**src/hw/cache_pkg.sv**
```systemverilog
package cache_pkg;

   // geometry of the cache and of the byte address
   localparam int ADDR_W     = 16;
   localparam int LINE_BYTES = 16;
   localparam int OFFSET_W   = 4;
   localparam int INDEX_W    = 5;
   localparam int NUM_LINES  = 32;
   // tag is whatever sits above index and offset
   localparam int TAG_W      = ADDR_W - INDEX_W - OFFSET_W;
   localparam int LINE_W     = LINE_BYTES * 8;

   // address fields
   typedef logic [ADDR_W-1:0]   addr_t;
   typedef logic [TAG_W-1:0]    tag_t;
   typedef logic [INDEX_W-1:0]  index_t;
   typedef logic [OFFSET_W-1:0] offset_t;

   // line payload and per byte enables
   typedef logic [LINE_W-1:0]     line_t;
   typedef logic [LINE_BYTES-1:0] byte_mask_t;

   // byte count of an access, zero stands for a full line
   typedef logic [OFFSET_W-1:0] size_t;

   // request kind on the rw pin
   typedef enum logic
   {
      op_read  = 1'b0,
      op_write = 1'b1
   } req_op_e;

   // controller states
   typedef enum logic [2:0]
   {
      st_idle   = 3'd0,
      st_lookup = 3'd1,
      st_evict  = 3'd2,
      st_refill = 3'd3,
      st_done   = 3'd4
   } cache_state_e;

endpackage

```
**src/hw/cache_ctrl.sv**
```systemverilog
`timescale 1ns/10ps

module cache_ctrl
(
   input  logic               clk,
   input  logic               arst_n,
   input  logic               enable,
   input  cache_pkg::req_op_e rw,
   input  logic               hit,
   input  logic               evict,
   input  logic               bus_r,
   output logic               ready,
   output logic               bus_en,
   output logic               bus_wr,
   output logic               use_victim_tag,
   output logic               fill,
   output logic               set_dirty,
   output logic               cpu_write,
   output logic               fill_write
);
   import cache_pkg::*;

   cache_state_e state;
   cache_state_e state_d;

   // bus pins are registered, these are their next values
   logic bus_en_d;
   logic bus_wr_d;

   logic is_write;
   logic refill_end;

   assign is_write = (rw == op_write);

   // memory answer counts only while the request is on the bus
   assign refill_end = (state == st_refill) && bus_en && bus_r;

   // next state and next bus pins
   always_comb
   begin
      state_d  = state;
      bus_en_d = bus_en;
      bus_wr_d = bus_wr;
      case (state)
         st_idle:
         begin
            if (enable)
            begin
               state_d = st_lookup;
            end
         end
         st_lookup:
         begin
            if (hit)
            begin
               state_d = st_done;
            end
            else if (evict)
            begin
               // dirty victim goes out first
               state_d  = st_evict;
               bus_en_d = 1'b1;
               bus_wr_d = 1'b1;
            end
            else
            begin
               state_d  = st_refill;
               bus_en_d = 1'b1;
               bus_wr_d = 1'b0;
            end
         end
         st_evict:
         begin
            // write-back done, bus_en stays low for one cycle
            if (bus_r)
            begin
               state_d  = st_refill;
               bus_en_d = 1'b0;
               bus_wr_d = 1'b0;
            end
         end
         st_refill:
         begin
            if (!bus_en)
            begin
               // gap after write-back is over, start the read
               bus_en_d = 1'b1;
            end
            else if (bus_r)
            begin
               // line is in, look again and hit
               state_d  = st_lookup;
               bus_en_d = 1'b0;
            end
         end
         st_done:
         begin
            state_d = st_idle;
         end
         default:
         begin
            state_d  = st_idle;
            bus_en_d = 1'b0;
            bus_wr_d = 1'b0;
         end
      endcase
   end

   always_ff @(posedge clk or negedge arst_n)
   begin
      if (!arst_n)
      begin
         state  <= st_idle;
         bus_en <= 1'b0;
         bus_wr <= 1'b0;
      end
      else
      begin
         state  <= state_d;
         bus_en <= bus_en_d;
         bus_wr <= bus_wr_d;
      end
   end

   // one cycle ready, write lands at the end of it
   assign ready     = (state == st_done);
   assign cpu_write = ready && is_write;
   assign set_dirty = ready && is_write;

   // refill strobes share the memory answer cycle
   assign fill       = refill_end;
   assign fill_write = refill_end;

   // write-back goes to the address of the line being thrown out
   assign use_victim_tag = (state == st_evict);

endmodule

```
**src/hw/cache_data_array.sv**
```systemverilog
`timescale 1ns/10ps

module cache_data_array
(
   input  logic               clk,
   input  cache_pkg::index_t  index,
   input  cache_pkg::offset_t offset,
   input  cache_pkg::size_t   size,
   input  cache_pkg::line_t   data_write,
   input  cache_pkg::line_t   fill_line,
   input  logic               cpu_write,
   input  logic               fill_write,
   output cache_pkg::line_t   line_out,
   output cache_pkg::line_t   data_read
);
   import cache_pkg::*;

   // line storage
   line_t mem [NUM_LINES];

   // byte enables before and after the offset shift
   byte_mask_t size_mask;
   byte_mask_t byte_mask;

   // processor data moved to its byte position
   line_t shifted_write;

   // byte mask widened to bits
   line_t bit_mask;

   // old line with the new bytes laid in
   line_t merged_line;

   // byte offset as a bit count
   logic [OFFSET_W+2:0] bit_shift;

   assign bit_shift = {offset, 3'b000};

   // raw indexed line, also the write-back payload
   assign line_out = mem[index];

   // read data aligned down to the requested byte
   // upper bytes fill with zeros
   assign data_read = line_out >> bit_shift;

   // size 1/2/4/8 gives that many low ones
   // size 0 is a full line
   always_comb
   begin
      if (size == '0)
      begin
         size_mask = '1;
      end
      else
      begin
         size_mask = (byte_mask_t'(1) << size) - byte_mask_t'(1);
      end
   end

   // shift out past bit 15 drops bytes beyond the line end
   assign byte_mask = size_mask << offset;

   // data follows the same shift
   assign shifted_write = data_write << bit_shift;

   // one byte enable covers eight data bits
   always_comb
   begin
      for (int b = 0; b < LINE_BYTES; b++)
      begin
         bit_mask[b*8 +: 8] = {8{byte_mask[b]}};
      end
   end

   assign merged_line = (line_out & ~bit_mask) | (shifted_write & bit_mask);

   // refill replaces the whole line
   // controller never raises both strobes together
   always_ff @(posedge clk)
   begin
      if (fill_write)
      begin
         mem[index] <= fill_line;
      end
      else if (cpu_write)
      begin
         mem[index] <= merged_line;
      end
   end

endmodule

```
**src/hw/cache_tag_store.sv**
```systemverilog
`timescale 1ns/10ps

module cache_tag_store
(
   input  logic            clk,
   input  logic            arst_n,
   input  cache_pkg::index_t index,
   input  cache_pkg::tag_t   tag,
   input  logic            fill,
   input  logic            set_dirty,
   output logic            hit,
   output logic            evict,
   output cache_pkg::tag_t   victim_tag
);
   import cache_pkg::*;

   // per line bookkeeping
   tag_t                 tag_mem [NUM_LINES];
   logic [NUM_LINES-1:0] valid;
   logic [NUM_LINES-1:0] dirty;

   // indexed entry
   logic line_valid;
   logic line_dirty;
   logic tag_match;

   assign victim_tag = tag_mem[index];
   assign line_valid = valid[index];
   assign line_dirty = dirty[index];
   assign tag_match  = (victim_tag == tag);

   // hit needs a live line with the same tag
   assign hit = line_valid && tag_match;

   // only a modified line of another tag must go back to memory
   // clean conflicts are simply overwritten by the refill
   assign evict = line_valid && !tag_match && line_dirty;

   // valid bits, the only state that must be known after reset
   always_ff @(posedge clk or negedge arst_n)
   begin
      if (!arst_n)
      begin
         valid <= '0;
      end
      else if (fill)
      begin
         valid[index] <= 1'b1;
      end
   end

   // tag and dirty bits
   // dirty is never looked at while the line is invalid
   always_ff @(posedge clk)
   begin
      if (fill)
      begin
         // fresh line from memory starts clean
         tag_mem[index] <= tag;
         dirty[index]   <= 1'b0;
      end
      else if (set_dirty)
      begin
         dirty[index] <= 1'b1;
      end
   end

endmodule

```
**src/hw/cache_top.sv**
```systemverilog
`timescale 1ns/10ps

module cache_top
(
   input  logic               clk,
   input  logic               arst_n,
   input  logic               enable,
   input  cache_pkg::req_op_e rw,
   input  cache_pkg::addr_t   addr,
   input  cache_pkg::size_t   size,
   input  cache_pkg::line_t   data_write,
   output cache_pkg::line_t   data_read,
   output logic               ready,
   output logic               bus_en,
   output logic               bus_wr,
   output cache_pkg::addr_t   bus_addr,
   output cache_pkg::line_t   bus_write,
   input  logic               bus_r,
   input  cache_pkg::line_t   bus_read
);
   import cache_pkg::*;

   // address split
   tag_t    tag;
   index_t  index;
   offset_t offset;

   // tag store results
   logic hit;
   logic evict;
   tag_t victim_tag;

   // controller strobes
   logic use_victim_tag;
   logic fill;
   logic set_dirty;
   logic cpu_write;
   logic fill_write;

   // tag of the line on the bus
   tag_t bus_tag;

   assign tag    = addr[ADDR_W-1 -: TAG_W];
   assign index  = addr[OFFSET_W +: INDEX_W];
   assign offset = addr[OFFSET_W-1:0];

   // victim tag during write-back, request tag for refill
   assign bus_tag = use_victim_tag ? victim_tag : tag;

   // always line aligned
   assign bus_addr = {bus_tag, index, {OFFSET_W{1'b0}}};

   cache_ctrl u_ctrl
   (
      .clk            (clk),
      .arst_n         (arst_n),
      .enable         (enable),
      .rw             (rw),
      .hit            (hit),
      .evict          (evict),
      .bus_r          (bus_r),
      .ready          (ready),
      .bus_en         (bus_en),
      .bus_wr         (bus_wr),
      .use_victim_tag (use_victim_tag),
      .fill           (fill),
      .set_dirty      (set_dirty),
      .cpu_write      (cpu_write),
      .fill_write     (fill_write)
   );

   cache_tag_store u_tags
   (
      .clk        (clk),
      .arst_n     (arst_n),
      .index      (index),
      .tag        (tag),
      .fill       (fill),
      .set_dirty  (set_dirty),
      .hit        (hit),
      .evict      (evict),
      .victim_tag (victim_tag)
   );

   // raw line feeds the write-back bus directly
   cache_data_array u_data
   (
      .clk        (clk),
      .index      (index),
      .offset     (offset),
      .size       (size),
      .data_write (data_write),
      .fill_line  (bus_read),
      .cpu_write  (cpu_write),
      .fill_write (fill_write),
      .line_out   (bus_write),
      .data_read  (data_read)
   );

endmodule

```
**config.mk**
```make
export PLATFORM = sky130hd
export DESIGN_NAME = cache_top
export DESIGN_NICKNAME = d
export VERILOG_FILES = /design/src/hw/cache_pkg.sv /design/src/hw/cache_ctrl.sv /design/src/hw/cache_data_array.sv /design/src/hw/cache_tag_store.sv /design/src/hw/cache_top.sv
export SDC_FILE = /design/constraint.sdc
export NUM_CORES = 2
export LEC_CHECK = 0
export ABC_AREA = 0
export BUFFER_PORTS_ARGS = -buffer_cell sky130_fd_sc_hd__buf_2
export CORE_MARGIN = 10
export CORE_UTILIZATION = 49
export DETAILED_ROUTE_END_ITERATION = 8
export PLACE_DENSITY = 0.62
export SYNTH_ARGS = -nofsm -noshare
export SYNTH_HDL_FRONTEND = slang
export SYNTH_HIERARCHICAL = 1
export SYNTH_MEMORY_MAX_BITS = 65536
export SYNTH_SLANG_ARGS = --single-unit
```
**constraint.sdc**
```tcl
create_clock -name clk -period 26.9 [get_ports clk]
set_input_delay 5.38 -clock clk [delete_from_list [all_inputs] [get_ports clk]]
set_output_delay 5.38 -clock clk [all_outputs]
set_load 0.01 [all_outputs]
```
After elaboration in Yosys (flattened, before gate mapping)
Memory sizes are Yosys's and may differ from the RTL's.
Index checks and enable logic that the tools add are counted.
{"block": "classes", "n_div": 0, "reduce_logical": 16, "eq_ne": 10, "add_sub_neg": 1, "n_mul": 0, "bitwise": 11, "order_cmp": 2, "muxes": 31, "n_shift": 4}
{"operator": "$and A128 B128 Y128", "n": 2}
{"operator": "$mux W128", "n": 1}
{"operator": "$not A128 Y128", "n": 1}
{"operator": "$or A128 B128 Y128", "n": 1}
{"operator": "$shl A128 B7 Y128", "n": 1}
{"operator": "$shr A128 B7 Y128", "n": 1}
{"operator": "$mux W32", "n": 2}
{"operator": "$or A32 B32 Y32", "n": 2}
{"operator": "$and A32 B32 Y32", "n": 1}
{"operator": "$not A32 Y32", "n": 1}
{"operator": "$mux W16", "n": 1}
{"operator": "$shl A1 B4 Y16 const A", "n": 1}
{"operator": "$shl A16 B4 Y16", "n": 1}
{"operator": "$sub A16 B1 Y16 const B", "n": 1}
{"operator": "$mux W1", "n": 15}
{"operator": "$mux W3", "n": 5}
{"operator": "$pmux W3 S4", "n": 1}
{"operator": "$bmux W1 S5", "n": 2}
{"operator": "$ne A2 B2 Y1 const B", "n": 4}
{"operator": "$eq A7 B7 Y1", "n": 1}
{"operator": "$logic_and A1 B1 Y1", "n": 7}
{"operator": "$mux W7", "n": 1}
{"operator": "$eq A3 B2 Y1 const B", "n": 2}
{"operator": "$lt A5 B6 Y1 const B", "n": 1}
{"operator": "17 further kinds", "n": 19}
{"block": "word_totals", "memories": 2, "latchBits": 0, "rom_bits": 0, "in_bits": 281, "mem_bits_rw": 4320, "register_bits": 69}
{"memory": "u_data.mem", "depth": 32, "width": 128, "read_ports": 1, "rd_clocked_by_memory_dff": 0, "write_ports": 1, "line_no": "cache_data_array.sv:19", "rtl": "line_t mem [NUM_LINES];"}
{"memory": "u_tags.tag_mem", "depth": 32, "width": 7, "read_ports": 1, "rd_clocked_by_memory_dff": 0, "write_ports": 1, "line_no": "cache_tag_store.sv:18", "rtl": "tag_t tag_mem [NUM_LINES];"}

Logic depth before layout (Yosys ltp)
{"block": "logic_depth", "ltp_word": 8, "ltp_mapped": 15, "depth_no_buf": 10}

Cells and area by module
The synthesis kept the hierarchy.
{"mod": "cache_data_array", "cells_per_inst": 9932, "n_inst": 1, "seq_area_each_um2": 122998.0, "area_each_um2": 167982.4}
{"mod": "cache_tag_store", "cells_per_inst": 696, "n_inst": 1, "seq_area_each_um2": 8488.1, "area_each_um2": 11638.7}
{"mod": "cache_ctrl", "cells_per_inst": 34, "n_inst": 1, "seq_area_each_um2": 125.1, "area_each_um2": 332.8}
{"mod": "cache_top", "cells_per_inst": 18, "n_inst": 1, "seq_area_each_um2": 0.0, "area_each_um2": 187.7}

Worst setup path after synthesis
Ideal clock, no wire load.
{"block": "synth_path", "kind": "input to register", "start": "input addr[4]", "end": "memory u_data/mem[22][0] (netlist name) (enable)", "required_time_ns": 26.128, "n_path_buf": 7, "path_slack_ns": 10.371, "arrival_time_ns": 15.757, "path_stages": 9, "path_cell_list": "buf_6 buf_2 buf_2 buf_4 buf_2 buf_2 or3b_2 clkbuf_1 nor3_1"}
{"item": "start: declaration", "line_no": "cache_top.sv:9", "rtl": "input cache_pkg::addr_t addr,"}
{"item": "end: declaration", "line_no": "cache_data_array.sv:19"}
Straight into the memory's write port.

Worst setup path in the final report
{"block": "layout_path", "start": "input addr[4]", "end": "output data_read[8]"}
{"block": "layout_between", "elab_chain_len": 2}
{"item": "$mem_v2 Z32 W128"}
{"item": "$shr A128 B7 Y128", "line_no": "cache_data_array.sv:44", "rtl": "assign data_read = line_out >> bit_shift;"}
{"item": "end: declaration", "line_no": "cache_top.sv:12", "rtl": "output cache_pkg::line_t data_read,"}
No other way between the ends.

==> results.ini <==
[synthesis]
yosysMostFrequentCell = edfxtp_1
synth_common_cells = 4352 x edfxtp_1, 2390 x mux2i_1, 1115 x o22ai_1, 437 x nand2_1, 334 x buf_2
synth-compound-area-share_pct = 6.05
synth_mux_area_share_pct = 15.3
ys_async_sr_fraction_pct = 0.843
synthTopCellsByArea = edfxtp_1 73%, mux2i_1 13%, o22ai_1 3.9%
synth_xor_area_share_pct = 0.0340
synth.yosys.seq_area_share_pct = 73.1
synth_cell_type_count = 96
synth_top_area_share_pct = 72.5
synth_top_family_by_area = multiplexers
synthCells = 10700
synth-edff-count = 4352
synth_flop_cell = edfxtp_1
synth_warnings = 6
yosys.area_share.simple_pct = 3.46
synth_top_area_cell = edfxtp_1
synthAdderAreaFrac_pct = 0.00695
syn_avg_cell_area_um2 = 16.9
syn-cell-area_mm2 = 0.180
ys_ff_latch = 4389

[min_path]
min_path_type = reg -> reg
hp-start = u_tags/valid[10]

[setup_path]
end_kind = output pin
start_kind = input port
worstPathRequired_ps = 21520
worstPathArrival_ps = 12900
crit_start = addr[4]
r2r-start = u_ctrl/state[2]
worstSetupPathType = in -> out
cp_max_fo = 85

[power]
vdd_drop_max_v = 0.0000766
p_clk_share_pct = 39.8
intPower_uw = 11500
sw_frac_of_total_pct = 24.7
p_leak_uw = 0.0721
seqPwrFrac_pct = 50.1
p_comb_share_pct = 10.1
p_sw_uw = 3780
power_density_mw_per_mm2 = 74.9

[layout]
fin_nets = 11600
syn_to_final_growth_pct = 13.3
fillCellCount = 28300
drive_gt1_share_pct = 17.2

[clock_network]
clk_pin_slew_ps = 50
cts-root-buf = clkbuf_16
cts_buffers = 443
cts.path.max_buffers = 4
cts_setup_buffers = 0
cts.sinks = 4389
cts_max_level = 5
clk_latency_ps = 1030
cts_tree = built
hold_buffers = 0
post_cts_resized = 0

[floorplanning]
rows = 222
boundaryPins = 556
initial_core_util_pct = 49.2
dieHeight_um = 626
die_x_um = 626
core_area_mm2 = 0.366
die_area_mm2 = 0.392

[timing]
fmax_mhz = 54.7
worst_slew_pin_slew_ps = 1730
rsz0062_at_grt = false
max-slew-margin-rel_pct = -15.5
hold_slack_ps = 467
finClkSkew_ps = 58.9
slew_violations = 2
final-setup-viol-count = 0
hold_violations = 0
fin_crit_ps = 18280
min_period_over_period_pct = 68.0
setup_tns_ps = 0

[job]
drv_cap = 1

[global_route]
track_usage_pct = 35.0
grt_pass1_wl_um = 942000
grt_max_degree = 139
grt_pass1_vias = 107000
antenna_found_initial = 68
gr-total-overflow = 0

[placement]
hpwl_um = 411000
portBuffers = 551
gp_congestion = 0.995

[detailed_routing]
vias = 114000
drt_iter0_drc = 17900
via_per_inst = 6.88
first_pass_iters = 8
wire_per_inst_um = 42.8
postRouteWirelength_um = 710000
ant_nets = 0
drc = 0

[run_status]
status = finished, violations left
violations = max-capacitance violations, max-slew violations

==> flip-flops by register name, indices dropped and copies added, names as in the netlist, named ones only <==
name	count
u_ctrl/bus_en	1
u_ctrl/bus_wr	1
u_ctrl/state	3
u_data/mem	4096
u_tags/tag_mem	224
u_tags/valid	32
==> metrics by stage <==
step / std cells / cell area, um^2 / worst slack, ps / util, % / power, uW
detailed placement: 15700 / 190000 / 9070 / 51.8 / 9270
global placement: 15700 / 190000 / 8870 / 51.8 / 9250
finish: 16600 / 204000 / 8620 / 55.8 / 15300
CTS: 16500 / 204000 / 9040 / 55.7 / 15200
global route: 16600 / 204000 / 8660 / 55.8 / 15600
floorplan: 10700 / 180000 / 10370 / - / 8530
==> power by group through the flow <==
stage | Combinational [uW] | Sequential, uW | Clock (uW)
3_5_place_dp | 1470 | 7800 | 0
6_report | 1550 | 7660 | 6090
5_1_grt | 1550 | 7660 | 6400
4_1_cts | 1470 | 7660 | 6120
2_1_floorplan | 715 | 7810 | 0
3_3_place_gp | 1450 | 7800 | 0
==> cells in the final DEF, fill, tap and decap left out, drive strengths merged, types with 25 or more instances in the layout <==
cell type / netlist / layout
nand2: 438 / 438
mux4: 130 / 130
inv: 20 / 33
or2: 39 / 39
nor3: 40 / 40
buf: 526 / 944
nor4: 276 / 276
mux2: 56 / 56
bufinv: 0 / 43
o21ai: 207 / 207
clkinv: 1 / 200
clkbuf: 194 / 540
nor2: 234 / 234
a211oi: 36 / 36
o22ai: 1117 / 1117
diode: 0 / 68
nand3: 71 / 71
o211ai: 31 / 31
a21oi: 143 / 143
and2: 37 / 37
edfxtp: 4352 / 4352
o21a: 25 / 25
dfrtp: 37 / 37
mux2i: 2390 / 2390
==> critical path, stage by stage <==
cell	delay, ps
buf_12	350
buf_4	930
buf_4	820
buf_4	870
buf_4	840
mux2i_1	290
o22ai_1	120
nor4_1	340
nand2_1	450
o21ai_0	1150
a22oi_1	240
o211a_1	430
buf_2	260
==> final timing paths <==
path	end	slack [ps]	depth (start not counted)
worst max-delay path	data_read[8]	8620	13
worst min register to register	u_tags/valid[10]	470	1
max in group asynchronous	u_tags/valid[8]	21730	1
worst max register to register	u_data/mem[8][26]	21440	8
min in group asynchronous	u_ctrl/state[2]	4540	1
worst min-delay path	u_tags/valid[10]	470	1
==> routing by layer <==
metal / global-route usage (%) / wire [um] / vias to the layer above
li1: - / - / 44600
met1: 42.9 / 241000 / 59100
met2: 53.3 / 318000 / 8527
met3: 9.01 / 83800 / 1959
met4: 26.9 / 67600 / 36
met5: 0 / 232 / -
==> cell families after synthesis <==
logic type	after synthesis
adders and majority gates	1
and+or+nand+nor	1236
AOI/OAI and AO/OA	1729
other	1
xor gates and xnor gates	7
buffers and inverters	741
muxes	2576
DFF	4389
==> final cells by class <==
class                   count  area (um^2)  area share [%]
diodes                     68          170          0.0833
repair buffers            945         6290            3.08
multi-input cells        5553        45800            22.4
flip-flops and latches   4389       132000            64.5
inverters                  21         98.8          0.0484
clock buffers             539        11600            5.68
well taps                4816         6030            2.95
clock inverters           272         2610            1.28
Note: power is estimated with default switching activity, not from simulation.
